### src/hw/ahb_pkg.sv
/*
 * AHB-Lite transfer, size and response encodings
 * Bus width and byte-lane mask type
 * Byte-lane helper shared by both memory ports
 */
`default_nettype none

package ahb_pkg;

    // Bus and address width
    localparam int AHB_W = 32;

    // Only single transfers are modelled, the other codes are illegal
    typedef enum logic [1:0] {
        HTRANS_IDLE   = 2'b00,
        HTRANS_NONSEQ = 2'b10
    } htrans_t;

    typedef enum logic [2:0] {
        HSIZE_8B  = 3'b000,
        HSIZE_16B = 3'b001,
        HSIZE_32B = 3'b010
    } hsize_t;

    localparam logic HRESP_OKAY  = 1'b0;
    localparam logic HRESP_ERROR = 1'b1;

    typedef logic [3:0] be_t;

    // Byte lanes from address offset and transfer size
    function automatic be_t be_form(input logic [1:0] offset, input hsize_t hsize);
        be_t lanes;
        case (hsize)
            HSIZE_8B:  lanes = be_t'(4'b0001 << offset);
            HSIZE_16B: lanes = be_t'(4'b0011 << offset);
            HSIZE_32B: lanes = 4'b1111;
            default:   lanes = 4'b0000;
        endcase
        return lanes;
    endfunction

endpackage

`default_nettype wire

### src/hw/mem_map_pkg.sv
/*
 * Reserved addresses of the memory model
 * Error address, interrupt register and error pointer
 */
`default_nettype none

package mem_map_pkg;

    //------------------------------------------------------------
    // Reserved locations
    //------------------------------------------------------------

    // Always answered with an ERROR response
    localparam logic [31:0] MEM_ERR_ADDR = 32'hffff_f100;

    // Interrupt-line register, data port only
    localparam logic [31:0] IRQ_ADDR = 32'hf000_0100;

    // Programmable error pointer, data port only
    localparam logic [31:0] MEM_ERR_PTR_ADDR = 32'hf000_0200;

    // Pointer starts on the fixed error address
    localparam logic [31:0] MEM_ERR_PTR_RESET = MEM_ERR_ADDR;

endpackage

`default_nettype wire

### src/hw/imem_port.sv
/*
 * Instruction port, read only
 * Address and data phase tracking, read data latch, error response
 */
`default_nettype none

module imem_port import ahb_pkg::*, mem_map_pkg::*; (
    input  wire              clk,
    input  wire              rst_n,
    input  wire              hready,
    input  wire  htrans_t    htrans,
    input  wire  hsize_t     hsize,
    input  wire  [AHB_W-1:0] haddr,
    output logic             hresp,
    output logic [AHB_W-1:0] hrdata,
    input  wire  [AHB_W-1:0] mem_err_ptr,
    output logic [AHB_W-1:0] rd_addr,
    output be_t              rd_be,
    input  wire  [AHB_W-1:0] rd_data
);

    logic             accept;
    logic             data_phase_q;
    logic [AHB_W-1:0] addr_q;
    logic [AHB_W-1:0] rdata_q;
    logic             addr_err;

    assign accept = hready && (htrans == HTRANS_NONSEQ);

    // Word fetch, the address offset is ignored
    assign rd_addr = {haddr[AHB_W-1:2], 2'b00};
    assign rd_be   = be_form(2'b00, hsize);

    //------------------------------------------------------------
    // Phase tracking
    //------------------------------------------------------------
    always_ff @(posedge clk) begin
        if (!rst_n) begin
            data_phase_q <= 1'b0;
        end else if (hready) begin
            data_phase_q <= accept;
        end
    end

    // Held through wait states
    always_ff @(posedge clk) begin
        if (accept) begin
            addr_q  <= haddr;
            rdata_q <= rd_data;
        end
    end

    //------------------------------------------------------------
    // Response
    //------------------------------------------------------------
    assign addr_err = (addr_q == MEM_ERR_ADDR) || (addr_q == mem_err_ptr);
    assign hresp    = (data_phase_q && addr_err) ? HRESP_ERROR : HRESP_OKAY;
    assign hrdata   = (data_phase_q && !addr_err) ? rdata_q : '0;

    a_htrans_legal: assert property (
        @(posedge clk) disable iff (!rst_n)
        htrans inside {HTRANS_IDLE, HTRANS_NONSEQ}
    );

    // Fetches are always full words
    a_hsize_word: assert property (
        @(posedge clk) disable iff (!rst_n)
        accept |-> (hsize == HSIZE_32B)
    );

endmodule

`default_nettype wire

### config.mk
export PLATFORM = sky130hd
export DESIGN_NAME = imem_port
export DESIGN_NICKNAME = d
export VERILOG_FILES = /design/src/hw/ahb_pkg.sv /design/src/hw/mem_map_pkg.sv /design/src/hw/imem_port.sv
export SDC_FILE = /design/constraint.sdc
export NUM_CORES = 1
export LEC_CHECK = 0
export BUFFER_PORTS_ARGS = -buffer_cell sky130_fd_sc_hd__buf_4
export CAP_MARGIN = 10
export CORE_ASPECT_RATIO = 0.6
export CORE_MARGIN = 2
export CORE_UTILIZATION = 39
export CTS_CLUSTER_SIZE = 16
export DETAILED_ROUTE_END_ITERATION = 7
export PLACE_DENSITY = 0.76
export SYNTH_ARGS = -nofsm -noshare
export SYNTH_HDL_FRONTEND = slang
export SYNTH_SLANG_ARGS = --single-unit
export TNS_END_PERCENT = 10
### constraint.sdc
create_clock -name clk -period 2 [get_ports clk]
set_input_delay 0.1 -clock clk [delete_from_list [all_inputs] [get_ports clk]]
set_output_delay 0.1 -clock clk [all_outputs]
set_load 0.05 [all_outputs]
==> flow_summary.json, run 1 <==
{
  "worst_slew_pin_slew_ns": 0.5277,
  "skew_ns": 0,
  "antenna_found_initial": 0,
  "switching_share_pct": 23.53,
  "peakVddDrop_mv": 0.5555,
  "status": "complete, but fails checks",
  "ys_seq_area_share_pct": 66.21,
  "grt-ovfl-total": 0,
  "post-route-min-period_ns": 2.732,
  "slowest_stage": "or4b_1",
  "dr.pass1.iters": 4,
  "p_sw_uw": 928.4,
  "fin_hold_ws_ns": 0.1121,
  "finalSetupViolations": 33,
  "dpl.hpwl_mm": 5.998,
  "h-tree-depth": 3,
  "netlist_area_um2": 2933,
  "cp-start-kind": "flop",
  "die_w_um": 116.0,
  "violations": "setup timing",
  "r2r_setup_slack_ns": 1.03,
  "cp_cell_sequence": "or4b_1 -> or4_4 -> nor4_4 -> a21oi_4 -> buf_12 -> and2b_4 -> buf_8",
  "cts_tree": "built",
  "fin_ws_ns": -0.7319,
  "max_stage_delay_ns": 0.54,
  "hold_path_depth": 3,
  "layout.nets": 528,
  "fp-row-count": 24,
  "clk_pin_slew_ns": 0.05,
  "grt.total_usage_pct": 21.86,
  "diodes": 0,
  "drt_iter0_drc": 115,
  "timing.final.crit_share_pct": 136.6,
  "yosysWarnings": 0,
  "drc": 0,
  "hold-path-endpoint": "data_phase_q",
  "area_delta_synth_final_pct": 86.95,
  "n_fill_cell": 466,
  "placed_area_um2": 4348,
  "grt_max_degree": 66,
  "r2r_end": "data_phase_q",
  "drt-wirelength-per-cell_um": 16.97,
  "cp.required_ns": 1.90,
  "synth_largest_area_cell": "edfxtp_1",
  "io_buffers": 170,
  "layout_commonest_cell": "buf_4",
  "gp_congestion": 0.8135,
  "cts.sinks": 65,
  "synth.area.top_cells": "edfxtp_1 66%, xnor2_1 9.9%, buf_4 8.4%, and3_1 6.4%, nand4_1 2.8%",
  "grt_pass1_wl_mm": 13.30,
  "max_slew_margin_pct": 64.49,
  "r2r.worst_path.cells": 3,
  "antenna_left": 0,
  "power_density_nw_per_um2": 719.6,
  "top_level_ports": 173,
  "p_seq_share_pct": 40.6,
  "design_area_um2": 5483,
  "clock_latency_ns": 0.31,
  "drv_cap": 0,
  "hold_class": "in2reg",
  "routed_wl_mm": 9.043,
  "power_frac_comb_pct": 18.2,
  "ys_ff_latch": 65,
  "worstSetupPathType": "reg2out",
  "coreArea_um2": 7267,
  "rsz0062_at_grt": "true",
  "p_leak_nw": 2.240,
  "layout_common_cells": "151 x buf_4, 65 x dlygate4sd3_1, 64 x edfxtp_1, 33 x xnor2_1, 32 x buf_6",
  "power_frac_clock_pct": 41.2,
  "layout-drive-gt1-share_pct": 55.24,
  "viasPerCell": 4.522,
  "die_area_um2": 8252,
  "syn_inst": 199,
  "cts_made_buffers": 9,
  "endpoint_kind": "output port",
  "vias": 2410,
  "cp_max_fo": 17,
  "internal_power_mw": 3.017,
  "clock_path_buffers": 2,
  "synth.distinct_cells": 23,
  "avgSynthCellArea_um2": 14.74,
  "fp.dieH_um": 71.17,
  "critPathArrivalTime_ns": 2.63,
  "max_freq_mhz": 366.1,
  "grt_pass1_vias": 2659,
  "slew_violations": 0,
  "clock-root-buffer": "clkbuf_16",
  "start_util_pct": 40.36,
  "worstReg2RegStart": "data_phase_q",
  "hp-start": "hready",
  "synth_top_area_share_pct": 65.53,
  "timing_hold_violations_final": 0
}
[power groups by stage]
stage,Combinational (mW),Clock [mW],Sequential [mW]
floorplan,0.348,0,1.62
finish,0.719,1.62,1.60
global placement,0.587,0,1.62
detailed placement,0.597,0,1.63
CTS,0.714,1.65,1.60
global route,0.753,1.70,1.61
[per-stage QoR]
step                      setup slack, ns  utilization, %  setup TNS [ns]  cells  total power, mW
final                             -0.7319           75.45          -22.09    533            3.945
after global routing              -0.7834           75.45          -23.92    533            4.064
after global placement            -0.3277           59.83          -8.776    451            2.211
after CTS                         -0.7698           75.00          -23.26    532            3.967
after floorplan                   -0.1104               -          -3.532    200            1.970
after detailed placement          -0.4258           59.83          -11.76    451            2.225
[critical path, delay by kind of cell (launching register included)]
| kind | cells | cell delay (ns) |
|---|---|---|
| simple gates | 4 | 1.52 |
| buf+inv | 2 | 0.33 |
| flops | 1 | 0.37 |
| compound gates | 1 | 0.09 |
[worst max path at each step]
stage,start,to,slack (ns),cells past startpoint
4_1_cts,addr_q[3],hresp,-0.77,7
3_3_place_gp,addr_q[3],hresp,-0.33,7
6_report,addr_q[3],hresp,-0.73,7
2_1_floorplan,addr_q[3],hrdata[0],-0.11,6
5_1_grt,addr_q[3],hresp,-0.78,7
3_5_place_dp,addr_q[3],hresp,-0.43,7
[layer usage]
layer	up-vias	track usage (%)	routed length (um)
met2	121	37.49	4420
met3	14	6.598	699
met5	-	0	0
met1	1117	26.61	3751
li1	1158	-	-
met4	0	7.143	172
[registers in the layout (all words and copies together), names as in the netlist]
name	flops
data_phase_q	1
addr_q	32
rdata_q	32
[kinds of logic after synthesis]
| family | Yosys count | share of synthesized area, % |
|---|---|---|
| AOI/OAI and AO/OA | 3 | 0.7252 |
| xor gates and xnor gates | 33 | 9.855 |
| buffers and inverters | 39 | 9.983 |
| DFF | 65 | 66.21 |
| other | 1 | 0.1279 |
| and+or+nand+nor | 58 | 13.10 |
[final cells by class]
type	instances	area (um^2)	share of cell area [%]
Timing Repair Buffer	252	2225	40.58
Clock buffer	10	229.0	4.176
Sequential cell	65	1942	35.42
Multi-Input combinational cell	96	874.6	15.95
Clock inverter	6	82.58	1.506
Tap cell	104	130.1	2.373
[synth_stat cells (all sizes together)]
library cell	count
edfxtp	64
buf	36
xnor2	33
and3	32
nand4	13
clkbuf	3
nor4	3
a21oi	2
nor2	2
or4b	2
and2b	1
and3b	1
conb	1
dfxtp	1
nor2b	1
nor3b	1
nor4b	1
o21a	1
or4	1
[timing repair]
item	in CTS	in global routing
setup endpoints to repair	33	33
pin swaps	1	1
endpoints found under the hold margin	65	0
hold buffers	65	0
gates resized for setup	36	1
setup buffers	0	0
cloned	0	1
Power figures use the tool's default switching activity.
==> inputs of run 2 (changes only) <==
--- a/config.mk
+++ b/config.mk
@@ -13,6 +13,7 @@
 export CTS_CLUSTER_SIZE = 16
 export DETAILED_ROUTE_END_ITERATION = 7
 export PLACE_DENSITY = 0.76
+export REMOVE_ABC_BUFFERS = 1
 export SYNTH_ARGS = -nofsm -noshare
 export SYNTH_HDL_FRONTEND = slang
 export SYNTH_SLANG_ARGS = --single-unit
==> flow_summary.json, run 2 (same netlist as run 1, synthesis figures left out) <==
{
  "status": "complete, but fails checks",
  "violations": "setup timing",
  "setup.worst_path.start": "addr_q[3]",
  "grt-ovfl-total": 0,
  "post-route-min-period_ns": 2.654,
  "path_buf_inv": 2,
  "drt-wirelength-per-cell_um": 16.70,
  "layout.nets": 538,
  "grt_pass1_vias": 2555,
  "peakVddDrop_mv": 0.6844,
  "worstSetupPathType": "reg2out",
  "finalSetupViolations": 33,
  "r2r_end": "data_phase_q",
  "layout_common_cells": "159 x buf_4, 65 x dlygate4sd3_1, 64 x edfxtp_1, 33 x xnor2_1, 33 x buf_6",
  "design_area_um2": 5487,
  "pre_cts_ws_ns": -0.5573,
  "layout_commonest_cell": "buf_4",
  "grt_pass1_wl_mm": 13.31,
  "cts.sinks": 65,
  "power_mw": 3.795,
  "max_freq_mhz": 376.8,
  "slew_violations": 0,
  "grt_max_degree": 66,
  "power_density_nw_per_um2": 691.7,
  "fin_setup_tns_ns": -20.49,
  "cp-start-kind": "flop",
  "top_level_ports": 173,
  "drt_iter0_drc": 129,
  "rsz0062_at_grt": "true",
  "max_stage_delay_ns": 0.53,
  "endpoint_kind": "output port",
  "timing.critical_path.mode_cell": "buf_6",
  "cp_num_cells": 7,
  "clk_pin_slew_ns": 0.05,
  "clock_latency_ns": 0.33,
  "dpl.hpwl_mm": 5.330,
  "hold_class": "in2reg",
  "dp_cells": 455,
  "cp_max_fo": 16,
  "endpoint": "hrdata[2]",
  "timing_hold_violations_final": 0,
  "dr.pass1.iters": 4,
  "fp-row-count": 24,
  "grt.total_usage_pct": 22.43,
  "skew_ns": 0,
  "routed_wl_mm": 9.050,
  "hp-start": "hready",
  "antenna_left": 0,
  "fin_util_pct": 75.50,
  "h-tree-depth": 3,
  "clock-root-buffer": "clkbuf_16",
  "fin_hold_ws_ns": 0.08711,
  "cp_cell_sequence": "or4b_1 -> or4_4 -> nor4_4 -> buf_6 -> a21oi_4 -> and3_1 -> buf_6",
  "viasPerCell": 4.559,
  "r2r_setup_slack_ns": 1.04,
  "n_fill_cell": 459,
  "die_area_um2": 8252,
  "start_util_pct": 40.36,
  "coreArea_um2": 7267,
  "drc": 0,
  "worstReg2RegStart": "data_phase_q",
  "slowest_stage": "or4b_1",
  "area_delta_synth_final_pct": 87.07,
  "p_leak_nw": 2.290,
  "layout-drive-gt1-share_pct": 54.11,
  "fp.dieH_um": 71.17,
  "cts_tree": "built",
  "crit_family": "simple AND/OR/NAND/NOR gates",
  "cts_made_buffers": 9,
  "cp.required_ns": 1.90,
  "ff_latch_area_um2": 1942,
  "drv_cap": 0,
  "hold_path_depth": 3,
  "placed_area_um2": 4214,
  "fin_ws_ns": -0.6540,
  "io_buffers": 170,
  "diodes": 0,
  "multi_input_area_um2": 887.1,
  "r2r.worst_path.cells": 3,
  "gp_congestion": 0.7846,
  "die_w_um": 116.0,
  "critPathArrivalTime_ns": 2.55,
  "reg_top3": "addr_q (32), rdata_q (32), data_phase_q (1)",
  "timing.final.crit_share_pct": 132.7,
  "finalNonFillerCells": 542,
  "clock_path_buffers": 2,
  "antenna_found_initial": 0,
  "vias": 2471
}
-- run 2: repair_timing --
| action | CTS | global route |
|---|---|---|
| hold endpoints to repair | 65 | 0 |
| cloned | 3 | 0 |
| pin swaps | 28 | 0 |
| endpoints found under the setup margin | 33 | 33 |
| resized for setup | 50 | 14 |
| hold buffers | 65 | 0 |
| setup buffers | 4 | 0 |
-- run 2: how the worst min path moves through the flow --
stage                         endpoint  slack (ns)
after floorplan              addr_q[0]        0.20
final                     data_phase_q        0.09
after global routing      data_phase_q        0.09
after global placement     rdata_q[26]        0.28
after detailed placement    rdata_q[4]        0.28
after CTS                 data_phase_q        0.08
-- run 2: power breakdown --
part           total (mW)  leakage, nW  switching, mW  internal, mW
Combinational       0.718         1.56          0.351         0.368
Sequential           1.60        0.596         0.0301          1.57
Clock                1.47        0.137          0.531         0.943
Total                3.79         2.29          0.912          2.88
-- run 2: area by class of cell --
cell class / instances / area share (%)
clock buffers: 10 / 4.173
flip-flops and latches: 65 / 35.39
repair buffers: 259 / 41.03
well taps: 104 / 2.372
multi-input cells: 99 / 16.17
clock inverters: 5 / 0.8666
-- run 2: worst min-delay path: cells and delay by family --
family	cells	cell delay, ns
buffers and inverters	1	0.08
AO/OA/AOI/OAI	1	0.15
AND/OR/NAND/NOR	1	0.03
-- run 2: routing by layer --
layer | routed length [um] | global-route usage (%)
met1 | 3676 | 28.22
met2 | 4430 | 35.54
met3 | 774 | 8.740
met4 | 169 | 8.069
met5 | 0 | 0
