**config.mk**
```make
export PLATFORM = sky130hd
export DESIGN_NAME = ready_gen
export DESIGN_NICKNAME = d
export VERILOG_FILES = /design/src/hw/ready_gen.sv
export SDC_FILE = /design/constraint.sdc
export NUM_CORES = 1
export LEC_CHECK = 0
export BUFFER_PORTS_ARGS = -buffer_cell sky130_fd_sc_hd__buf_2
export CORE_MARGIN = 3
export CORE_UTILIZATION = 40
export DETAILED_ROUTE_END_ITERATION = 16
export PLACE_DENSITY_LB_ADDON = 0.08
export SYNTH_ARGS = -nofsm -noshare
export SYNTH_HDL_FRONTEND = slang
export SYNTH_SLANG_ARGS = --single-unit
export TNS_END_PERCENT = 20
```
**constraint.sdc**
```tcl
create_clock -name clk -period 5.98 [get_ports clk]
set_clock_uncertainty 0.05 [all_clocks]
set_input_delay 1.196 -clock clk [delete_from_list [all_inputs] [get_ports clk]]
set_output_delay 1.196 -clock clk [all_outputs]
set_load 0.01 [all_outputs]
```
**src/hw/ready_gen.sv**
```systemverilog
/*
 * Per-port ready source
 * Rotating 32-bit stall pattern, 16-bit LFSR when the pattern is zero
 */
`default_nettype none

module ready_gen (
    input  wire         clk,
    input  wire         rst_n,
    input  wire  [31:0] stall_pattern,
    output logic        req_ack
);

    logic [31:0] pattern_q;
    logic [15:0] lfsr_q;
    logic        use_lfsr;
    logic        lfsr_fb;

    assign use_lfsr = (pattern_q == 32'd0);

    // Taps 16, 14, 13, 11 for a maximal-length sequence
    assign lfsr_fb = lfsr_q[15] ^ lfsr_q[13] ^ lfsr_q[12] ^ lfsr_q[10];

    //------------------------------------------------------------
    // Pattern and LFSR state
    //------------------------------------------------------------
    always_ff @(posedge clk) begin
        if (!rst_n) begin
            // Pattern is reloaded on every reset cycle
            pattern_q <= stall_pattern;
            lfsr_q    <= 16'hace1;
        end else if (use_lfsr) begin
            lfsr_q <= {lfsr_q[14:0], lfsr_fb};
        end else begin
            pattern_q <= {pattern_q[0], pattern_q[31:1]};
        end
    end

    assign req_ack = use_lfsr ? lfsr_q[15] : pattern_q[0];

endmodule

`default_nettype wire

```
==> impl_results.html, run 1 <==
<table>
<tr><th>Metric</th><th>Value</th></tr>
<tr><th colspan="2">GRT</th></tr>
<tr><td>Global route hottest layer</td><td>met2</td></tr>
<tr><td>GRT Util Overall</td><td>0.130</td></tr>
<tr><td>Antenna violations before repair</td><td>0</td></tr>
<tr><td>Vias in the first global route</td><td>between 1000 and 1500</td></tr>
<tr><td>Wire length of the first global-routing pass</td><td>6260 µm</td></tr>
<tr><td>Pin count of the biggest net entering global routing</td><td>54</td></tr>
<tr><td>Remaining global-route overflow</td><td>0</td></tr>
<tr><td>Met3 Resource Use GR</td><td>0.0420</td></tr>
<tr><td>Met2 Resource Use GR</td><td>0.194</td></tr>
<tr><td>Met1 track utilization from global routing</td><td>0.177</td></tr>
<tr><th colspan="2">STA</th></tr>
<tr><td>Number of endpoints failing setup at the final stage</td><td>0</td></tr>
<tr><td>Worst-margin pin slew</td><td>between 1 and 1.5 ns</td></tr>
<tr><td>Worst rel slew slack</td><td>0.302</td></tr>
<tr><td>Final number of max-transition violations</td><td>0</td></tr>
<tr><td>Final hold vios</td><td>0</td></tr>
<tr><td>Min Clock Period, post-route</td><td>3.20 ns</td></tr>
<tr><td>Period Utilization, post-route</td><td>0.535</td></tr>
<tr><td>Upper clock frequency limit</td><td>0.313 GHz</td></tr>
<tr><td>Final-layout setup total negative slack</td><td>0 ns</td></tr>
<tr><td>RSZ-0062 raised after global routing</td><td>no</td></tr>
<tr><th colspan="2">Routing</th></tr>
<tr><td>Total number of vias</td><td>1277</td></tr>
<tr><td>Number of nets still failing antenna checks after routing</td><td>0</td></tr>
<tr><td>First-pass detailed-route iteration total</td><td>4</td></tr>
<tr><td>Total length of routed wires</td><td>3720 µm</td></tr>
<tr><td>Wirelength per Cell</td><td>14.6 µm</td></tr>
<tr><td>Starting DRC count in detailed routing</td><td>104</td></tr>
<tr><td>DRC Markers</td><td>0</td></tr>
<tr><td>Via density per instance</td><td>between 5 and 6</td></tr>
<tr><th colspan="2">CTS</th></tr>
<tr><td>CTS root buffer</td><td>sky130_fd_sc_hd__clkbuf_8</td></tr>
<tr><td>Clk Latency, worst-skew pair</td><td>0.29 ns</td></tr>
<tr><td>Clock transition at the registers of the reported paths</td><td>0.08 ns</td></tr>
<tr><td>Setup repair bufs after CTS</td><td>0</td></tr>
<tr><td>Number of buffers created by CTS</td><td>5</td></tr>
<tr><td>CTS H-Tree Depth</td><td>2</td></tr>
<tr><td>Quantity of gates resized following cts</td><td>0</td></tr>
<tr><td>Largest buffer count on any clock path</td><td>2</td></tr>
<tr><td>Number of sinks handled by clock tree synthesis</td><td>48</td></tr>
<tr><td>TritonCTS clock tree</td><td>done</td></tr>
<tr><td>Post-CTS Hold Fix Bufs</td><td>0</td></tr>
<tr><th colspan="2">Worst setup path</th></tr>
<tr><td>Worst setup SP type</td><td>flip-flop</td></tr>
<tr><td>Worst path cell trace</td><td>nor4_2, nand4_4, nor2_8, a21o_1, buf_2</td></tr>
<tr><td>Largest fanout on the critical path</td><td>10</td></tr>
<tr><td>Category of the worst setup path capture point</td><td>primary output</td></tr>
<tr><td>Arrival time of the worst setup path</td><td>1.95 ns</td></tr>
<tr><td>Data required, critical path</td><td>4.73 ns</td></tr>
<tr><td>Maximum cell stage delay along the critical path</td><td>0.43 ns</td></tr>
<tr><td>Buf+Inv Stages, Crit Path</td><td>1</td></tr>
<tr><td>Category of the critical setup timing path</td><td>flip-flop to primary output</td></tr>
<tr><td>Cell with the largest stage delay on the worst path</td><td>sky130_fd_sc_hd__edfxtp_1</td></tr>
<tr><td>Worst path top cell family by delay</td><td>simple AND/OR/NAND/NOR gates</td></tr>
<tr><th colspan="2">Final layout</th></tr>
<tr><td>Total number of nets in the final design</td><td>218</td></tr>
<tr><td>Share of layout cells above drive strength 1</td><td>0.465</td></tr>
<tr><td>Synth-to-Final Area Change</td><td>14.5%</td></tr>
<tr><td>Number of antenna cells inserted</td><td>0</td></tr>
<tr><td>Core occupancy in the finished layout</td><td>0.480</td></tr>
<tr><th colspan="2">Synth</th></tr>
<tr><td>Post-Syn Area</td><td>2150 µm²</td></tr>
<tr><td>Mapped Avg Cell Area</td><td>around 14 µm²</td></tr>
<tr><td>Number of instances in the synthesized netlist</td><td>150</td></tr>
<tr><td>Flip-flop cell with the highest count after synthesis</td><td>sky130_fd_sc_hd__edfxtp_1</td></tr>
<tr><td>Number of synthesis warnings</td><td>0</td></tr>
<tr><td>Share of synthesized area occupied by flip-flops and latches</td><td>0.595</td></tr>
<tr><td>Post-synth EDFFs</td><td>32</td></tr>
<tr><td>Synthesized Nets</td><td>184</td></tr>
<tr><td>Count of distinct cell types in the synthesized netlist</td><td>23</td></tr>
<tr><td>Post-synth ARST share</td><td>0</td></tr>
<tr><td>Flops &amp; latches, synth</td><td>48</td></tr>
<tr><th colspan="2">Power and ir drop</th></tr>
<tr><td>Total power per unit cell area</td><td>~260 nW/µm²</td></tr>
<tr><td>IR drop worst, VDD</td><td>0.114 mV</td></tr>
<tr><td>Leakage power</td><td>0.000919 µW</td></tr>
<tr><th colspan="2">Placement</th></tr>
<tr><td>Number of port buffers</td><td>34</td></tr>
<tr><td>DPL Wire Length</td><td>2590 µm</td></tr>
<tr><td>Placer's final routability congestion estimate</td><td>~0.71</td></tr>
<tr><th colspan="2">Job</th></tr>
<tr><td>Maxcap violations</td><td>0</td></tr>
<tr><th colspan="2">Floorplan</th></tr>
<tr><td>Vertical die dimension</td><td>79.4 µm</td></tr>
<tr><td>Number of rows created at floorplan</td><td>26</td></tr>
<tr><td>DIE AREA</td><td>6300 µm²</td></tr>
<tr><td>Ports</td><td>35</td></tr>
<tr><td>Core Region</td><td>about 5100 µm²</td></tr>
<tr><td>X dimension of the die</td><td>79.4 µm</td></tr>
<tr><td>Effective utilization at floorplan</td><td>0.419</td></tr>
<tr><th colspan="2">Run status</th></tr>
<tr><td>Result of the run</td><td>finished clean</td></tr>
<tr><th colspan="2">Hold path</th></tr>
<tr><td>Worst min-delay path class</td><td>flip-flop to flip-flop</td></tr>
</table>
## path summary, 6_finish.rpt
path	startpoint	to	slack (ns)	cells past startpoint
worst max-delay path	pattern_q[0]	req_ack	2.78	5
worst min-delay path	lfsr_q[14]	lfsr_q[14]	0.42	2
worst max register to register	pattern_q[0]	pattern_q[28]	3.83	5
worst min register to register	lfsr_q[14]	lfsr_q[14]	0.42	2
## report_power, final
part | internal [µW] | switching (µW) | total [µW]
logic | 30.8 | 17.8 | 48.5
clock network | 86.8 | 101 | 188
registers | 380 | 17.6 | 398
total | 498 | 136 | 634
## sequential cells by signal (all words and copies together), names as in the netlist
register	flops
lfsr_q	16
pattern_q	32
## cells in the final DEF, fill, tap and decap left out, types with 2 or more instances in the layout
cell type / n
sky130_fd_sc_hd__buf_2: 34
sky130_fd_sc_hd__mux2_2: 32
sky130_fd_sc_hd__edfxtp_1: 32
sky130_fd_sc_hd__dfxtp_1: 16
sky130_fd_sc_hd__nand3_1: 14
sky130_fd_sc_hd__nand2_1: 13
sky130_fd_sc_hd__mux2i_1: 8
sky130_fd_sc_hd__nor4_2: 7
sky130_fd_sc_hd__o21ai_0: 7
sky130_fd_sc_hd__clkbuf_8: 5
sky130_fd_sc_hd__nand4_4: 2
sky130_fd_sc_hd__xnor2_1: 2
## metal layers
metal  vias to the layer above  routed length [µm]
met2                        21                1770
met5                         -                   0
li1                        633                   -
met3                         5                 134
met4                         0                  56
met1                       618                1770
## synthesized netlist by cell type (2+ instances only)
library cell               instances  area [µm²]
sky130_fd_sc_hd__nor4_2            7        87.6
sky130_fd_sc_hd__nand4_4           2        42.5
sky130_fd_sc_hd__buf_2             3        15.0
sky130_fd_sc_hd__mux2_2           32         360
sky130_fd_sc_hd__xnor2_1           2        17.5
sky130_fd_sc_hd__clkbuf_1          3        11.3
sky130_fd_sc_hd__mux2i_1           8        80.1
sky130_fd_sc_hd__edfxtp_1         32         961
sky130_fd_sc_hd__dfxtp_1          16         320
sky130_fd_sc_hd__nand3_1          14        70.1
sky130_fd_sc_hd__nand2_1          13        48.8
sky130_fd_sc_hd__o21ai_0           7        35.0
## layout make-up
class | instances | area, µm²
well taps | 70 | 87.6
repair buffers | 35 | 178
clock buffers | 7 | 80.1
fillers | 487 | 2680
flip-flops and latches | 48 | 1280
multi-input cells | 94 | 833
clock inverters | 1 | 5.00
## metrics by stage
step           power, µW  cells  instance area [µm²]  setup WS (ns)  hold WS [ns]
5_1_grt              665    255                 2460           2.57         0.441
3_5_place_dp         455    247                 2380           3.05         0.409
2_1_floorplan        434    150                 2150           3.14         0.385
6_report             634    255                 2460           2.78         0.416
4_1_cts              643    255                 2460           2.72         0.422
3_3_place_gp         452    247                 2380           3.08         0.400
## cell families after synthesis
family,Yosys count,synth area share
simple gates,41,0.146
buf+inv,8,0.0174
xor+xnor,3,0.0122
flops,48,0.595
mux,40,0.205
compound gates,10,0.0244
## tightest hold or removal path: cells and delay by family, from the launching register on
family,cells,cell delay [ns]
muxes,1,0.05
and+or+nand+nor,1,0.05
DFF,1,0.32
No activity file was read; power rests on OpenSTA's default activity.
==> run 2: changes to the inputs <==
==> constraint.sdc (replaced) <==
create_clock -name clk -period 3.2 [get_ports clk]
set_clock_uncertainty 0.05 [all_clocks]
set_input_delay 0.64 -clock clk [delete_from_list [all_inputs] [get_ports clk]]
set_output_delay 0.64 -clock clk [all_outputs]
set_load 0.01 [all_outputs]
==> run 2 against run 1 <==
  * Critical path type unchanged
  * Sequential power up 86%
  * Cell area is 1.5% higher
  * Critical endpoint unchanged
  * Via count rose by 1.2%
  * Total power is 98% higher
  * Global-route usage is 0.27 points higher
==> impl_results.html, run 2 (same netlist as run 1, synthesis figures left out) <==
<table>
<tr><th>Metric</th><th>Value</th></tr>
<tr><th colspan="2">Final layout</th></tr>
<tr><td>Most common cell after layout, fill and taps aside</td><td>sky130_fd_sc_hd__buf_2 (unchanged)</td></tr>
<tr><td>Number of flip-flops in the largest register</td><td>32 (unchanged)</td></tr>
<tr><td>Commonest cells after routing, fill and taps aside</td><td>sky130_fd_sc_hd__buf_2, sky130_fd_sc_hd__mux2_2, sky130_fd_sc_hd__edfxtp_1 (unchanged)</td></tr>
<tr><td>Synth-to-Final Area Change</td><td>16.2% (was 14.5%)</td></tr>
<tr><td>Number of standard cells in the final layout excluding fillers</td><td>257 (was 255)</td></tr>
<tr><td>Top flop regs</td><td>pattern_q x32, lfsr_q x16 (unchanged)</td></tr>
<tr><td>Layout filler cell count</td><td>488 (was 487)</td></tr>
<tr><td>Number of antenna cells inserted</td><td>0 (unchanged)</td></tr>
<tr><td>Storage cell area</td><td>1280 µm² (unchanged)</td></tr>
<tr><td>Total number of nets in the final design</td><td>220 (was 218)</td></tr>
<tr><td>Footprint of the multi-input gates</td><td>833 µm² (unchanged)</td></tr>
<tr><td>Top reg by flops</td><td>pattern_q (unchanged)</td></tr>
<tr><td>Share of layout cells above drive strength 1</td><td>0.465 (about the same)</td></tr>
<tr><th colspan="2">Routing</th></tr>
<tr><td>Starting DRC count in detailed routing</td><td>103 (was 104)</td></tr>
<tr><td>Number of nets still failing antenna checks after routing</td><td>0 (unchanged)</td></tr>
<tr><td>Wirelength per Cell</td><td>14.8 µm (was 14.6 µm)</td></tr>
<tr><td>Via density per instance</td><td>5.03 (was 5.01)</td></tr>
<tr><td>First-pass detailed-route iteration total</td><td>4 (unchanged)</td></tr>
<tr><td>Total number of vias</td><td>1292 (was 1277)</td></tr>
<tr><td>Total length of routed wires</td><td>3800 µm (was 3720 µm)</td></tr>
<tr><td>DRC Markers</td><td>0 (unchanged)</td></tr>
<tr><th colspan="2">CTS</th></tr>
<tr><td>TritonCTS clock tree</td><td>done (unchanged)</td></tr>
<tr><td>Clk Latency, worst-skew pair</td><td>0.29 ns (about the same)</td></tr>
<tr><td>Clock transition at the registers of the reported paths</td><td>0.09 ns (was 0.08 ns)</td></tr>
<tr><td>Post-CTS Hold Fix Bufs</td><td>0 (unchanged)</td></tr>
<tr><td>CTS H-Tree Depth</td><td>2 (unchanged)</td></tr>
<tr><td>Setup repair bufs after CTS</td><td>0 (unchanged)</td></tr>
<tr><td>Number of sinks handled by clock tree synthesis</td><td>48 (unchanged)</td></tr>
<tr><td>Number of buffers created by CTS</td><td>5 (unchanged)</td></tr>
<tr><td>Quantity of gates resized following cts</td><td>0 (unchanged)</td></tr>
<tr><td>CTS root buffer</td><td>sky130_fd_sc_hd__clkbuf_8 (unchanged)</td></tr>
<tr><td>Largest buffer count on any clock path</td><td>2 (unchanged)</td></tr>
<tr><th colspan="2">Worst setup path</th></tr>
<tr><td>Data required, critical path</td><td>2.51 ns (was 4.73 ns)</td></tr>
<tr><td>Arrival time of the worst setup path</td><td>1.96 ns (was 1.95 ns)</td></tr>
<tr><td>Worst setup SP type</td><td>flip-flop (unchanged)</td></tr>
<tr><td>Category of the critical setup timing path</td><td>flip-flop to primary output (unchanged)</td></tr>
<tr><td>Largest fanout on the critical path</td><td>10 (unchanged)</td></tr>
<tr><td>Category of the worst setup path capture point</td><td>primary output (unchanged)</td></tr>
<tr><th colspan="2">Hold path</th></tr>
<tr><td>Worst min-delay path class</td><td>flip-flop to flip-flop (unchanged)</td></tr>
<tr><th colspan="2">Floorplan</th></tr>
<tr><td>Number of rows created at floorplan</td><td>26 (unchanged)</td></tr>
<tr><td>Core Region</td><td>5140 µm² (unchanged)</td></tr>
<tr><td>Vertical die dimension</td><td>79.4 µm (unchanged)</td></tr>
<tr><td>DIE AREA</td><td>6300 µm² (unchanged)</td></tr>
<tr><td>X dimension of the die</td><td>79.4 µm (unchanged)</td></tr>
<tr><td>Ports</td><td>35 (unchanged)</td></tr>
<tr><td>Effective utilization at floorplan</td><td>0.419 (unchanged)</td></tr>
<tr><th colspan="2">STA</th></tr>
<tr><td>Worst-margin pin slew</td><td>0.769 ns (was 1.05 ns)</td></tr>
<tr><td>Number of endpoints failing setup at the final stage</td><td>0 (unchanged)</td></tr>
<tr><td>Min Clock Period, post-route</td><td>2.65 ns</td></tr>
<tr><td>Upper clock frequency limit</td><td>around 0.38 GHz</td></tr>
<tr><td>Worst rel slew slack</td><td>0.487 (was 0.302)</td></tr>
<tr><td>Final hold vios</td><td>0 (unchanged)</td></tr>
<tr><td>Post-route setup slack</td><td>0.550 ns (was 2.78 ns)</td></tr>
<tr><td>Final-layout setup total negative slack</td><td>0 ns (unchanged)</td></tr>
<tr><td>Period Utilization, post-route</td><td>0.828</td></tr>
<tr><td>Final number of max-transition violations</td><td>0 (unchanged)</td></tr>
<tr><td>RSZ-0062 raised after global routing</td><td>no (unchanged)</td></tr>
<tr><th colspan="2">Power and ir drop</th></tr>
<tr><td>Switching part of the total power</td><td>0.206 (was 0.215)</td></tr>
<tr><td>Net switching power</td><td>259 µW (was 136 µW)</td></tr>
<tr><td>Portion of total power attributed to the clock network</td><td>0.335 (was 0.296)</td></tr>
<tr><td>Share of power burned in combinational logic</td><td>0.074 (was 0.077)</td></tr>
<tr><td>Sequential share of power</td><td>0.591 (was 0.627)</td></tr>
<tr><td>Total power per unit cell area</td><td>502 nW/µm² (was 257 nW/µm²)</td></tr>
<tr><td>IR drop worst, VDD</td><td>0.248 mV (was 0.114 mV)</td></tr>
<tr><td>Cell-internal power</td><td>997 µW (was 498 µW)</td></tr>
<tr><td>Leakage power</td><td>0.000937 µW (was 0.000919 µW)</td></tr>
<tr><th colspan="2">GRT</th></tr>
<tr><td>Antenna violations before repair</td><td>0 (unchanged)</td></tr>
<tr><td>Met1 track utilization from global routing</td><td>0.174 (was 0.177)</td></tr>
<tr><td>Met3 Resource Use GR</td><td>0.0340 (was 0.0420)</td></tr>
<tr><td>Vias in the first global route</td><td>1330 (was 1247)</td></tr>
<tr><td>Met2 Resource Use GR</td><td>0.212 (was 0.194)</td></tr>
<tr><td>GRT Util Overall</td><td>0.132 (was 0.130)</td></tr>
<tr><td>Global route hottest layer</td><td>met2 (unchanged)</td></tr>
<tr><td>Remaining global-route overflow</td><td>0 (unchanged)</td></tr>
<tr><td>Wire length of the first global-routing pass</td><td>6380 µm (was 6260 µm)</td></tr>
<tr><td>Pin count of the biggest net entering global routing</td><td>36 (was 54)</td></tr>
<tr><th colspan="2">Placement</th></tr>
<tr><td>Cells after DPL</td><td>249 (was 247)</td></tr>
<tr><td>Placer's final routability congestion estimate</td><td>0.794 (was 0.710)</td></tr>
<tr><td>Number of port buffers</td><td>34 (unchanged)</td></tr>
<tr><td>DPL Wire Length</td><td>2660 µm (was 2590 µm)</td></tr>
<tr><td>Post-place setup slack</td><td>0.847 ns (was 3.05 ns)</td></tr>
<tr><th colspan="2">Job</th></tr>
<tr><td>Maxcap violations</td><td>0 (unchanged)</td></tr>
<tr><th colspan="2">Run status</th></tr>
<tr><td>Result of the run</td><td>finished clean (unchanged)</td></tr>
</table>
[run 2: cell count changes in the layout (fill, tap and decap cells not counted)]
cell                        previous run  this run
sky130_fd_sc_hd__clkinv_2              1         0
sky130_fd_sc_hd__clkbuf_1              1         0
sky130_fd_sc_hd__bufinv_16             0         1
sky130_fd_sc_hd__clkinv_1              0         2
sky130_fd_sc_hd__buf_4                 1         3
sky130_fd_sc_hd__clkbuf_4              1         0
[run 2: routing by layer]
metal | part of all wire | vias up
li1 | - | 638
met1 | 0.47 | 625
met4 | 0.013 | 0
met5 | 0 | -
met3 | 0.031 | 6
met2 | 0.49 | 23
[run 2: area by class of cell]
class                   count  share of cell area
multi-input cells          94               0.333
clock inverters             3              0.0150
flip-flops and latches     48               0.512
repair buffers             37              0.0770
well taps                  70              0.0350
clock buffers               5              0.0275
[run 2: final timing paths]
kind,startpoint,to,slack [ns],depth (start not counted)
setup / recovery,pattern_q[0],req_ack,0.55,5
hold / removal,lfsr_q[14],lfsr_q[14],0.42,2
setup reg to reg,pattern_q[0],pattern_q[18],1.06,5
hold reg to reg,lfsr_q[14],lfsr_q[14],0.42,2
[run 2: worst max-delay path, cell delays in order (launching register included)]
cell                       delay (ns)
sky130_fd_sc_hd__edfxtp_1        0.44
sky130_fd_sc_hd__nor4_2          0.43
sky130_fd_sc_hd__nand4_4         0.25
sky130_fd_sc_hd__nor2_8          0.28
sky130_fd_sc_hd__a21o_1          0.14
sky130_fd_sc_hd__buf_2           0.12
[run 2: stage by stage]
stage / util / area (µm²) / power, µW / hold WS, ns
final: 0.487 / 2500 / 1260 / 0.415
after floorplan: - / 2150 / 811 / 0.385
after CTS: 0.487 / 2500 / 1270 / 0.417
after global routing: 0.487 / 2500 / 1310 / 0.451
after global placement: 0.466 / 2390 / 847 / 0.406
after detailed placement: 0.466 / 2390 / 851 / 0.405
[run 2: power by group through the flow]
stage / registers, µW / logic, µW / clock network [µW]
detailed placement: 757 / 93.9 / 0
finish: 742 / 92.7 / 421
floorplan: 746 / 64.5 / 0
global route: 748 / 103 / 460
CTS: 743 / 94.8 / 435
global placement: 755 / 92.2 / 0
