`src/hw/ahb_pkg.sv`:
```
/*
 * AHB-Lite transfer, size and response encodings
 * Bus width and byte-lane mask type
 * Byte-lane helper shared by both memory ports
 */
`default_nettype none

package ahb_pkg;

    // Bus and address width
    localparam int AHB_W = 32;

    // Only single transfers are modelled, the other codes are illegal
    typedef enum logic [1:0] {
        HTRANS_IDLE   = 2'b00,
        HTRANS_NONSEQ = 2'b10
    } htrans_t;

    typedef enum logic [2:0] {
        HSIZE_8B  = 3'b000,
        HSIZE_16B = 3'b001,
        HSIZE_32B = 3'b010
    } hsize_t;

    localparam logic HRESP_OKAY  = 1'b0;
    localparam logic HRESP_ERROR = 1'b1;

    typedef logic [3:0] be_t;

    // Byte lanes from address offset and transfer size
    function automatic be_t be_form(input logic [1:0] offset, input hsize_t hsize);
        be_t lanes;
        case (hsize)
            HSIZE_8B:  lanes = be_t'(4'b0001 << offset);
            HSIZE_16B: lanes = be_t'(4'b0011 << offset);
            HSIZE_32B: lanes = 4'b1111;
            default:   lanes = 4'b0000;
        endcase
        return lanes;
    endfunction

endpackage

`default_nettype wire

```
`src/hw/mem_map_pkg.sv`:
```
/*
 * Reserved addresses of the memory model
 * Error address, interrupt register and error pointer
 */
`default_nettype none

package mem_map_pkg;

    //------------------------------------------------------------
    // Reserved locations
    //------------------------------------------------------------

    // Always answered with an ERROR response
    localparam logic [31:0] MEM_ERR_ADDR = 32'hffff_f100;

    // Interrupt-line register, data port only
    localparam logic [31:0] IRQ_ADDR = 32'hf000_0100;

    // Programmable error pointer, data port only
    localparam logic [31:0] MEM_ERR_PTR_ADDR = 32'hf000_0200;

    // Pointer starts on the fixed error address
    localparam logic [31:0] MEM_ERR_PTR_RESET = MEM_ERR_ADDR;

endpackage

`default_nettype wire

```
`src/hw/dmem_port.sv`:
```
/*
 * Data port, read and write
 * Phase tracking, reserved registers, array write issue
 */
`default_nettype none

module dmem_port import ahb_pkg::*, mem_map_pkg::*; #(
    parameter int IRQ_LINES = 8
) (
    input  wire                  clk,
    input  wire                  rst_n,
    input  wire                  hready,
    input  wire  htrans_t        htrans,
    input  wire  hsize_t         hsize,
    input  wire  [AHB_W-1:0]     haddr,
    input  wire                  hwrite,
    input  wire  [AHB_W-1:0]     hwdata,
    output logic                 hresp,
    output logic [AHB_W-1:0]     hrdata,
    output logic [IRQ_LINES-1:0] irq_lines,
    output logic [AHB_W-1:0]     mem_err_ptr,
    output logic [AHB_W-1:0]     rd_addr,
    output be_t                  rd_be,
    input  wire  [AHB_W-1:0]     rd_data,
    output logic                 wr_en,
    output logic [AHB_W-1:0]     wr_addr,
    output be_t                  wr_be,
    output logic [AHB_W-1:0]     wr_data
);

    logic                 accept;
    be_t                  be;
    logic                 data_phase_q;
    logic [AHB_W-1:0]     addr_q;
    logic                 write_q;
    be_t                  be_q;
    logic [AHB_W-1:0]     rdata_q;
    logic [IRQ_LINES-1:0] irq_q;
    logic [AHB_W-1:0]     err_ptr_q;
    logic                 addr_err;
    logic                 commit;
    logic [IRQ_LINES-1:0] irq_nxt;
    logic [AHB_W-1:0]     err_ptr_nxt;
    logic [AHB_W-1:0]     rd_value;

    assign accept = hready && (htrans == HTRANS_NONSEQ);
    assign be     = be_form(haddr[1:0], hsize);

    assign rd_addr = haddr;
    assign rd_be   = be;

    //------------------------------------------------------------
    // Write issue
    //------------------------------------------------------------
    assign addr_err = (addr_q == MEM_ERR_ADDR) || (addr_q == err_ptr_q);

    // Last cycle of a write data phase
    assign commit = data_phase_q && hready && write_q && !addr_err;

    assign wr_en   = commit && (addr_q != IRQ_ADDR) && (addr_q != MEM_ERR_PTR_ADDR);
    assign wr_addr = addr_q;
    assign wr_be   = be_q;
    assign wr_data = hwdata;

    // Register values after this edge, so back-to-back reads see the write
    assign irq_nxt     = (commit && (addr_q == IRQ_ADDR)) ? hwdata[IRQ_LINES-1:0] : irq_q;
    assign err_ptr_nxt = (commit && (addr_q == MEM_ERR_PTR_ADDR)) ? hwdata : err_ptr_q;

    always_comb begin
        case (haddr)
            IRQ_ADDR:         rd_value = AHB_W'(irq_nxt);
            MEM_ERR_PTR_ADDR: rd_value = err_ptr_nxt;
            default:          rd_value = rd_data;
        endcase
    end

    //------------------------------------------------------------
    // Control state
    //------------------------------------------------------------
    always_ff @(posedge clk) begin
        if (!rst_n) begin
            data_phase_q <= 1'b0;
            irq_q        <= '0;
            err_ptr_q    <= MEM_ERR_PTR_RESET;
        end else begin
            if (hready) begin
                data_phase_q <= accept;
            end
            irq_q     <= irq_nxt;
            err_ptr_q <= err_ptr_nxt;
        end
    end

    // Address phase latch, held under back-pressure
    always_ff @(posedge clk) begin
        if (accept) begin
            addr_q  <= haddr;
            write_q <= hwrite;
            be_q    <= be;
            rdata_q <= rd_value;
        end
    end

    //------------------------------------------------------------
    // Response
    //------------------------------------------------------------
    assign hresp  = (data_phase_q && addr_err) ? HRESP_ERROR : HRESP_OKAY;
    assign hrdata = (data_phase_q && !write_q && !addr_err) ? rdata_q : '0;

    assign irq_lines   = irq_q;
    assign mem_err_ptr = err_ptr_q;

    a_htrans_legal: assert property (
        @(posedge clk) disable iff (!rst_n)
        htrans inside {HTRANS_IDLE, HTRANS_NONSEQ}
    );

endmodule

`default_nettype wire

```
`config.mk`:
```
export PLATFORM = sky130hd
export DESIGN_NAME = dmem_port
export DESIGN_NICKNAME = d
export VERILOG_FILES = /design/src/hw/ahb_pkg.sv /design/src/hw/mem_map_pkg.sv /design/src/hw/dmem_port.sv
export SDC_FILE = /design/constraint.sdc
export NUM_CORES = 1
export LEC_CHECK = 0
export BUFFER_PORTS_ARGS = -buffer_cell sky130_fd_sc_hd__buf_2
export CAP_MARGIN = 0
export CORE_MARGIN = 2
export CORE_UTILIZATION = 50
export CTS_CLUSTER_SIZE = 24
export DETAILED_ROUTE_END_ITERATION = 10
export PLACE_DENSITY = 0.95
export REMOVE_ABC_BUFFERS = 1
export SYNTH_ARGS = -nofsm -noshare
export SYNTH_HDL_FRONTEND = slang
export SYNTH_SLANG_ARGS = --single-unit
```
`constraint.sdc`:
```
create_clock -name clk -period 7.25 [get_ports clk]
set_input_delay 0.725 -clock clk [delete_from_list [all_inputs] [get_ports clk]]
set_output_delay 0.725 -clock clk [all_outputs]
set_load 0.01 [all_outputs]
```
==> impl_metrics.ini, run 1 <==
[critical_path]
worst_path_dominant_cell_family = simple AND/OR/NAND/NOR gates
critPathMaxFanout = 32
reg2reg_to = rdata_q[5]
crit_arrival_ps = 3180
max_stage_delay_ps = 680
start_kind = flop
setup.worst_path.class = reg2out
crit_required_ps = 6520
reg2reg_slack_ps = 3610
crit_chain = xnor2_1 > nand4_1 > nor4_2 > nand2_1 > and4b_1 > and2_1 > buf_2
cp-end-kind = output pin
ff2ff_path_depth = 6
critical_path_buf_inv_count = 1
reg2reg_from = wr_addr[2]
crit_slowest_cell = nor4_2

[floorplanning]
core_area_sq_um = 10800
die_w_um = 109
start_util_pct = 51.2
fp.dieH_um = 109
dieArea_sq_um = 12000
rows = 38
io_pins = 283

[placed_design]
hpwl_um = 12600
portBuffers = 282
globalplace.congestion = 0.853

[timing]
max-slew-margin-rel_pct = 24.1
finalSetupTns_ps = 0
tightest_slew_ps = 1140
hold_ws_ps = 524
worst_clock_skew_ps = 16.0
slew_viol_final = 0
max_freq_ghz = 0.256
hold_viol = 0
period_needed_ps = 3900
post-route-period-util_pct = 53.9
rsz0062_at_grt = false
setup_viol = 0

[yosys]
ys_seq_area_share_pct = 52.1
netlist_area_sq_um = 5550
ys_warn_count = 0
ys_types = 43
ys_ff_latch = 110
postSynthCellCount = 493
avgSynthCellArea_sq_um = 11.3

[global_routing]
antenna_found_initial = 0
grt_max_degree = 71
overflow = 0
grt_pass1_wl_um = 23600
grt.total_usage_pct = 27.1
grt_pass1_vias = 4323

[route]
vias_per_cell = 5.57
drcViolationCount = 0
wl_um = 16700
firstDrtPassIters = 5
antenna_left = 0
wl_per_cell_um = 19.7
drt_iter0_drc = 355
vias = 4724

[layout]
antenna_cells = 0
nets = 808
final_common_cell = buf_2
drive_gt1_share_pct = 44.4
final_cell_mix = 282 x buf_2, 69 x edfxtp_1, 47 x nand2_1
area_delta_synth_final_pct = 22.5

[pwr]
p_leak_nw = 3.09
peakVddDrop_mv = 0.0971
power-per-cell-area_nw_per_um2 = 180

[clocking]
path_clk_slew_ps = 110
cts_max_path_buffers = 2
ctsResizeCount = 0
h-tree-depth = 3
cts_buffers = 9
root_buffer = clkbuf_8
tritoncts = done
cts.sinks = 110
insertion_delay_ps = 380
postCtsSetupBuffers = 0
cts_hold_buf = 0

[run]
maxCapViolations = 0

[outcome]
status = finished, final reports clean

[min_path]
hold_start = hwrite
hold_end = write_q
hold_depth = 1
hold_path_class = in2reg
## worst max path at each step
| stage | start | to | slack [ps] | depth (start not counted) |
|---|---|---|---|---|
| after floorplan | haddr[21] | rdata_q[0] | 3870 | 6 |
| after global placement | haddr[10] | rdata_q[0] | 3390 | 7 |
| after detailed placement | haddr[10] | rdata_q[0] | 3350 | 7 |
| after CTS | wr_addr[9] | hrdata[29] | 3270 | 7 |
| after global routing | wr_addr[22] | hrdata[29] | 3070 | 7 |
| final | wr_addr[2] | hrdata[29] | 3350 | 7 |
## registers in the layout, summed over array words and instances, names as in the netlist
register / flops
mem_err_ptr: 32
rdata_q: 32
wr_addr: 32
irq_lines: 8
wr_be: 4
data_phase_q: 1
write_q: 1
## metal layers
metal  vias up  global-route usage, %  share of wire (%)
met5         -                      0                  0
met4         0                   9.67                2.5
met3        40                   6.16                8.0
met2       276                   47.7                 51
met1      2264                   32.5                 39
li1       2144                      -                  -
## final cells by class
| cell class | instances | area [sq um] |
|---|---|---|
| Fill cell | 925 | 4040 |
| Sequential cell | 110 | 2890 |
| Multi-Input combinational cell | 298 | 2110 |
| Timing Repair Buffer | 283 | 1420 |
| Tap cell | 140 | 175 |
| Clock buffer | 9 | 124 |
| Clock inverter | 7 | 80.1 |
| Inverter | 1 | 3.75 |
## cells in the mapped netlist, drive strengths merged
library cell   n  share of area (%)
buf           71                9.4
edfxtp        69                 37
nand2         47                3.2
dfxtp         41                 15
mux2i         40                7.2
and2          33                3.7
xnor2         32                5.0
o21ai         24                2.2
nor2b         22                2.5
nand4         16                1.8
nor4          15                2.4
clkbuf        13               0.88
a21oi         10               0.90
a221o          8                1.4
a22oi          8                1.1
nor2           7               0.47
or4            6               0.81
a211oi         4               0.77
nand2b         4               0.45
or3            3               0.43
and4b          2               0.36
nand3b         2               0.27
nor4b          2               0.43
a211o          1               0.16
a21o           1               0.14
a221oi         1               0.47
and3           1               0.11
and3b          1               0.16
and4           1               0.16
inv            1              0.068
nand3          1              0.090
nand4b         1               0.16
nor3           1              0.090
o2111ai        1               0.16
o21a           1               0.14
or3b           1               0.20
or4b           1               0.18
## where the power goes
| part | switching, mW | leakage [nW] | internal [mW] | total (mW) |
|---|---|---|---|---|
| clock | 0.224 | 0.102 | 0.165 | 0.389 |
| combinational | 0.0765 | 2.03 | 0.0597 | 0.136 |
| sequential | 0.0157 | 0.961 | 0.686 | 0.702 |
| total | 0.316 | 3.09 | 0.910 | 1.23 |
## through the flow
| stage | setup slack, ps | util [%] | instance area [sq um] | power [mW] | std cells |
|---|---|---|---|---|---|
| floorplan | 3870 | - | 4980 | 0.749 | 409 |
| global placement | 3390 | 60.9 | 6600 | 0.848 | 832 |
| detailed placement | 3350 | 60.9 | 6600 | 0.852 | 832 |
| CTS | 3270 | 62.8 | 6800 | 1.23 | 848 |
| global route | 3070 | 62.8 | 6800 | 1.27 | 848 |
| finish | 3350 | 62.8 | 6800 | 1.23 | 848 |
## kinds of logic after synthesis
| family | synth area share (%) |
|---|---|
| flops | 52.1 |
| compound gates | 7.41 |
| mux | 7.21 |
| simple gates | 17.9 |
| buf+inv | 10.3 |
| xor+xnor | 5.05 |
## worst register-to-register path: stages, from the launching register on
cell and delay [ps]:
edfxtp_1 480, xnor2_1 290, nand4_1 150, nor4_2 680, a211o_2 960, nor2b_1 680, a221o_1 280
Power figures use the tool's default switching activity.
==> run 2: changes to the inputs <==
--- a/config.mk
+++ b/config.mk
@@ -5,13 +5,14 @@
 export SDC_FILE = /design/constraint.sdc
 export NUM_CORES = 1
 export LEC_CHECK = 0
+export ABC_AREA = 1
 export BUFFER_PORTS_ARGS = -buffer_cell sky130_fd_sc_hd__buf_2
 export CAP_MARGIN = 0
 export CORE_MARGIN = 2
-export CORE_UTILIZATION = 50
+export CORE_UTILIZATION = 48
 export CTS_CLUSTER_SIZE = 24
 export DETAILED_ROUTE_END_ITERATION = 10
-export PLACE_DENSITY = 0.95
+export PLACE_DENSITY = 0.92
 export REMOVE_ABC_BUFFERS = 1
 export SYNTH_ARGS = -nofsm -noshare
 export SYNTH_HDL_FRONTEND = slang
==> constraint.sdc (replaced) <==
create_clock -name clk -period 3.69 [get_ports clk]
set_input_delay 0.369 -clock clk [delete_from_list [all_inputs] [get_ports clk]]
set_output_delay 0.369 -clock clk [all_outputs]
set_load 0.01 [all_outputs]
==> run 2 against run 1 <==
  * Via count rose by 34%
  * Die area up 21%
  * Critical endpoint is now hrdata[8]
  * Largest cell class unchanged
  * Clock power grew to 2.7 times the previous value
  * Largest power group unchanged
  * Sequential share of layout area is 6.0 points lower
==> impl_metrics.ini, run 2 <==
[critical_path]
max_stage_delay_ps = 580
crit_slowest_cell = nor2_2
start_kind = flop
reg2reg_slack_ps = 950
reg2reg_to = rdata_q[11]
crit_chain = nand4_1 > nor3_1 > nand4_1 > inv_1 > nor2_2 > nand3_1 > buf_4 > nor2_1 > buf_2
reg2reg_from = wr_addr[17]
critPathMaxFanout = 19
crit_required_ps = 3320
ff2ff_path_depth = 9
cp-end-kind = output pin
crit_top_cell = nand4_1
setup.worst_path.class = reg2out
crit_arrival_ps = 2760

[yosys]
yosys-top-cells-area = edfxtp_1 32%, nand2_1 15%, dfxtp_1 13%, inv_1 9.3%, buf_4 7.4%
synth_top_family_by_area = simple AND/OR/NAND/NOR gates
synth_top_area_cell = edfxtp_1
ys_types = 32
synth_mux_area_share_pct = 0
synth_fa_ha_area_share_pct = 0
ys_seq_area_share_pct = 44.6
ys_warn_count = 0
synth_xor_area_share_pct = 1.49
yosysMostFrequentCell = nand2_1
synth_top_cell_area_share_pct = 32.0
avgSynthCellArea_sq_um = 7.33
synth_edf_count = 69
synthFlopType = edfxtp_1
async_flop_share_pct = 0
netlist_area_sq_um = 6480
synth-compound-area-share_pct = 3.28
ys_ff_latch = 110
synth-simple-area-share_pct = 32.1
postSynthCellCount = 884
synthTopCellsByCount = 263 x nand2_1, 161 x inv_1, 113 x nor2_1

[clocking]
cts.sinks = 110
cts_max_path_buffers = 2
postCtsSetupBuffers = 0
h-tree-depth = 3
cts_buffers = 9
root_buffer = clkbuf_16
path_clk_slew_ps = 70
ctsResizeCount = 0
insertion_delay_ps = 360
cts_hold_buf = 0
tritoncts = done

[pwr]
p_seq_share_pct = 50.7
power-per-cell-area_nw_per_um2 = 342
p_clk_share_pct = 38.2
p_leak_nw = 4.44
swShare_pct = 24.0
power.share.combinational_pct = 11.0
peakVddDrop_mv = 0.289
power.switching_mw = 0.650
internal_power_mw = 2.06

[global_routing]
grt.total_usage_pct = 25.5
grt_max_degree = 33
antenna_found_initial = 0
overflow = 0
grt_pass1_wl_um = 28800
grt_pass1_vias = 5930

[layout]
antenna_cells = 0
final_common_cell = buf_2
nets = 1206
area_delta_synth_final_pct = 22.2
final_cell_mix = 282 x buf_2, 263 x nand2_1, 161 x inv_1
drive_gt1_share_pct = 30.5

[floorplanning]
start_util_pct = 49.1
dieArea_sq_um = 14500
die_w_um = 120
core_area_sq_um = 13200
fp.dieH_um = 120
io_pins = 283
rows = 42

[route]
antenna_left = 0
wl_per_cell_um = 14.6
drcViolationCount = 0
drt_iter0_drc = 458
vias_per_cell = 4.93
vias = 6324
firstDrtPassIters = 5
wl_um = 18700

[timing]
setup_viol = 0
hold_ws_ps = 187
slew_viol_final = 0
period_needed_ps = 3130
post-route-period-util_pct = 84.7
max_freq_ghz = 0.320
tightest_slew_ps = 1110
max-slew-margin-rel_pct = 25.9
worst_slack_ps = 563
hold_viol = 0
worst_clock_skew_ps = 4.77
rsz0062_at_grt = false

[run]
maxCapViolations = 0

[placed_design]
portBuffers = 282
hpwl_um = 14400
place_ws_ps = 754
globalplace.congestion = 0.866

[min_path]
hold_start = hwrite
hold_end = write_q
hold_depth = 1
hold_path_class = in2reg

[outcome]
status = finished, final reports clean
[run 2: how the worst max path moves through the flow]
stage,start,to,depth (start not counted)
2_1_floorplan,htrans[1],rdata_q[0],2
3_3_place_gp,haddr[23],rdata_q[6],9
3_5_place_dp,haddr[17],rdata_q[3],9
4_1_cts,wr_addr[29],hrdata[7],9
5_1_grt,wr_addr[17],hrdata[7],13
6_report,wr_addr[29],hrdata[8],9
[run 2: kinds of logic (layout without fill, tap and decap cells)]
group | after synthesis | in the layout
xor+xnor | 11 | 11
simple gates | 483 | 483
compound gates | 34 | 34
buf+inv | 246 | 468
flops | 110 | 110
[run 2: per-stage QoR]
stage               instances  total power, mW  util [%]  instance area, sq um  setup TNS (ps)
finish                   1282             2.71      60.0                  7920               0
global route             1282             2.81      60.0                  7920               0
CTS                      1282             2.72      60.0                  7920               0
detailed placement       1266             1.70      57.7                  7610               0
global placement         1266             1.69      57.7                  7610               0
floorplan                 799             1.51         -                  5890          -11550
[run 2: power groups by stage]
stage | clock network (mW) | registers (mW) | logic (mW)
6_report | 1.04 | 1.38 | 0.299
5_1_grt | 1.10 | 1.38 | 0.331
4_1_cts | 1.05 | 1.37 | 0.299
3_5_place_dp | 0 | 1.40 | 0.297
3_3_place_gp | 0 | 1.40 | 0.290
2_1_floorplan | 0 | 1.41 | 0.101
[run 2: worst max-delay path, delay by kind of cell, from the launching register on]
family,cells,cell delay [ps]
buffers and inverters,3,490
flip-flops,1,500
AND/OR/NAND/NOR,6,1400
[run 2: final cells by class]
cell class,count,area (sq um)
clock buffers,11,233
inverters,161,604
fillers,1185,5270
multi-input cells,528,2400
flip-flops and latches,110,2890
clock inverters,5,73.8
repair buffers,291,1490
well taps,176,220
[run 2: layer usage]
layer / vias up / global-route usage, % / wire, um
met2: 299 / 44.6 / 9270
met1: 2904 / 31.5 / 7640
li1: 3086 / - / -
met5: - / 0 / 0
met3: 35 / 4.58 / 1210
met4: 0 / 9.30 / 535
==> run 3: changes to the inputs <==
--- a/config.mk
+++ b/config.mk
@@ -5,14 +5,14 @@
 export SDC_FILE = /design/constraint.sdc
 export NUM_CORES = 1
 export LEC_CHECK = 0
-export ABC_AREA = 1
+export ABC_AREA = 0
 export BUFFER_PORTS_ARGS = -buffer_cell sky130_fd_sc_hd__buf_2
 export CAP_MARGIN = 0
 export CORE_MARGIN = 2
-export CORE_UTILIZATION = 48
+export CORE_UTILIZATION = 42
 export CTS_CLUSTER_SIZE = 24
 export DETAILED_ROUTE_END_ITERATION = 10
-export PLACE_DENSITY = 0.92
+export PLACE_DENSITY = 0.89
 export REMOVE_ABC_BUFFERS = 1
 export SYNTH_ARGS = -nofsm -noshare
 export SYNTH_HDL_FRONTEND = slang
==> constraint.sdc (replaced) <==
create_clock -name clk -period 2.7 [get_ports clk]
set_input_delay 0.27 -clock clk [delete_from_list [all_inputs] [get_ports clk]]
set_output_delay 0.27 -clock clk [all_outputs]
set_load 0.01 [all_outputs]
==> run 3 against run 2 <==
  * The flow now finishes with violations (negative setup slack)
  * Final area is 3.8% higher
  * Critical path depth is 1 lower
  * Sequential cell count stayed put
  * First-iteration DRC count shrank 36%
  * Global-route usage shrank 0.51 points
  * Largest cell class unchanged
==> impl_metrics.ini, run 3 (same netlist as run 1, synthesis figures left out) <==
[outcome]
status = finished, violations left
violations = negative setup slack

[floorplanning]
die_w_um = 119
io_pins = 283
core_area_sq_um = 13100
start_util_pct = 42.4
dieArea_sq_um = 14200
rows = 42
fp.dieH_um = 119

[critical_path]
cp-end-kind = output pin
worst_path_dominant_cell_family = simple AND/OR/NAND/NOR gates
crit_arrival_ps = 2550
startpoint = wr_addr[17]
crit_required_ps = 2430
max_stage_delay_ps = 540
critPathMaxFanout = 6
reg2reg_slack_ps = 60
start_kind = flop
crit_chain = buf_4 > nand4_1 > or3_1 > or4_4 > and4b_4 > clkbuf_16 > and2_4 > buf_6
crit_slowest_cell = or4_4
reg2reg_from = wr_addr[25]
critical_path_buf_inv_count = 3
setup.worst_path.class = reg2out

[placed_design]
portBuffers = 282
globalplace.congestion = 0.876
hpwl_um = 13200
dp_cells = 901
place_ws_ps = -59.7

[pwr]
peakVddDrop_mv = 0.312
power-per-cell-area_nw_per_um2 = 445
p_leak_nw = 3.55

[global_routing]
grt_pass1_vias = 4696
antenna_found_initial = 0
grt.total_usage_pct = 25.0
grt_max_degree = 71
overflow = 0
grt_pass1_wl_um = 26600

[layout]
drive_gt1_share_pct = 57.1
final_cell_mix = 250 x buf_2, 69 x edfxtp_1, 48 x buf_4
antenna_cells = 0
final_util_pct = 62.9
final_common_cell = buf_2
instances_no_fill = 950
nFillCells = 1037
nets = 874
area_delta_synth_final_pct = 48.1

[timing]
max-slew-margin-rel_pct = 49.3
worst_clock_skew_ps = 7.85
max_freq_ghz = 0.355
post-route-period-util_pct = 104
tightest_slew_ps = 761
period_needed_ps = 2820
rsz0062_at_grt = true
setup_viol = 32
worst_slack_ps = -120
slew_viol_final = 0
hold_ws_ps = 113
hold_viol = 0

[clocking]
h-tree-depth = 3
cts_max_path_buffers = 2
cts.sinks = 110
path_clk_slew_ps = 70
tritoncts = done
insertion_delay_ps = 350
root_buffer = clkbuf_16
cts_buffers = 9
cts_hold_buf = 0

[route]
drt_iter0_drc = 291
firstDrtPassIters = 5
wl_um = 19300
wl_per_cell_um = 20.3
vias = 5041
antenna_left = 0
drcViolationCount = 0
vias_per_cell = 5.31

[min_path]
hold_path_class = in2reg
hold_start = hwrite

[run]
maxCapViolations = 0
## run 3: cell count changes in the layout (fill, tap and decap cells not counted), moves of 18 or more
cell / delta
xnor2_1: +21
nor2b_1: +21
nand3_1: -29
and2_4: +32
nor2_1: -105
buf_6: +41
buf_2: -32
nand2_1: -216
inv_1: -160
buf_4: +40
mux2i_4: +18
## run 3: timing repair
action | CTS | global route
pin swaps | 22 | 35
gates resized for setup | 60 | 78
buffers inserted | 12 | 17
setup endpoints to repair | 32 | 73
cloned | 2 | 3
## run 3: per-layer routing
metal / track usage, % / vias up / wire length, um
li1: - / 2272 / -
met1: 30.4 / 2470 / 7420
met2: 43.3 / 257 / 9960
met3: 4.98 / 42 / 1320
met4: 10.1 / 0 / 591
met5: 0 / - / 0
## run 3: final cells by class
class / instances / area, sq um / share of cell area [%]
flip-flops and latches: 110 / 2890 / 35.2
well taps: 176 / 220 / 2.68
clock buffers: 11 / 233 / 2.83
repair buffers: 349 / 2300 / 28.0
clock inverters: 5 / 60.1 / 0.730
inverters: 1 / 3.75 / 0.0456
multi-input cells: 298 / 2510 / 30.5
## run 3: stage by stage
step                      power, mW  setup TNS [ps]  cell area [sq um]
final                          3.66           -3490               8220
after global routing           3.77           -6580               8220
after CTS                      3.64           -2590               7670
after detailed placement       2.31            -336               6960
after global placement         2.30            -249               6960
after floorplan                2.01          -22320               4980
## run 3: worst paths after layout
check,to,cells after the start
max reg2reg,rdata_q[30],8
min reg2reg,irq_lines[2],2
max,hrdata[8],8
min,write_q,1
## run 3: power by group
group / switching, mW / internal (mW) / total (mW)
logic: 0.247 / 0.214 / 0.461
registers: 0.0316 / 1.84 / 1.87
clock network: 0.601 / 0.722 / 1.32
total: 0.879 / 2.78 / 3.66
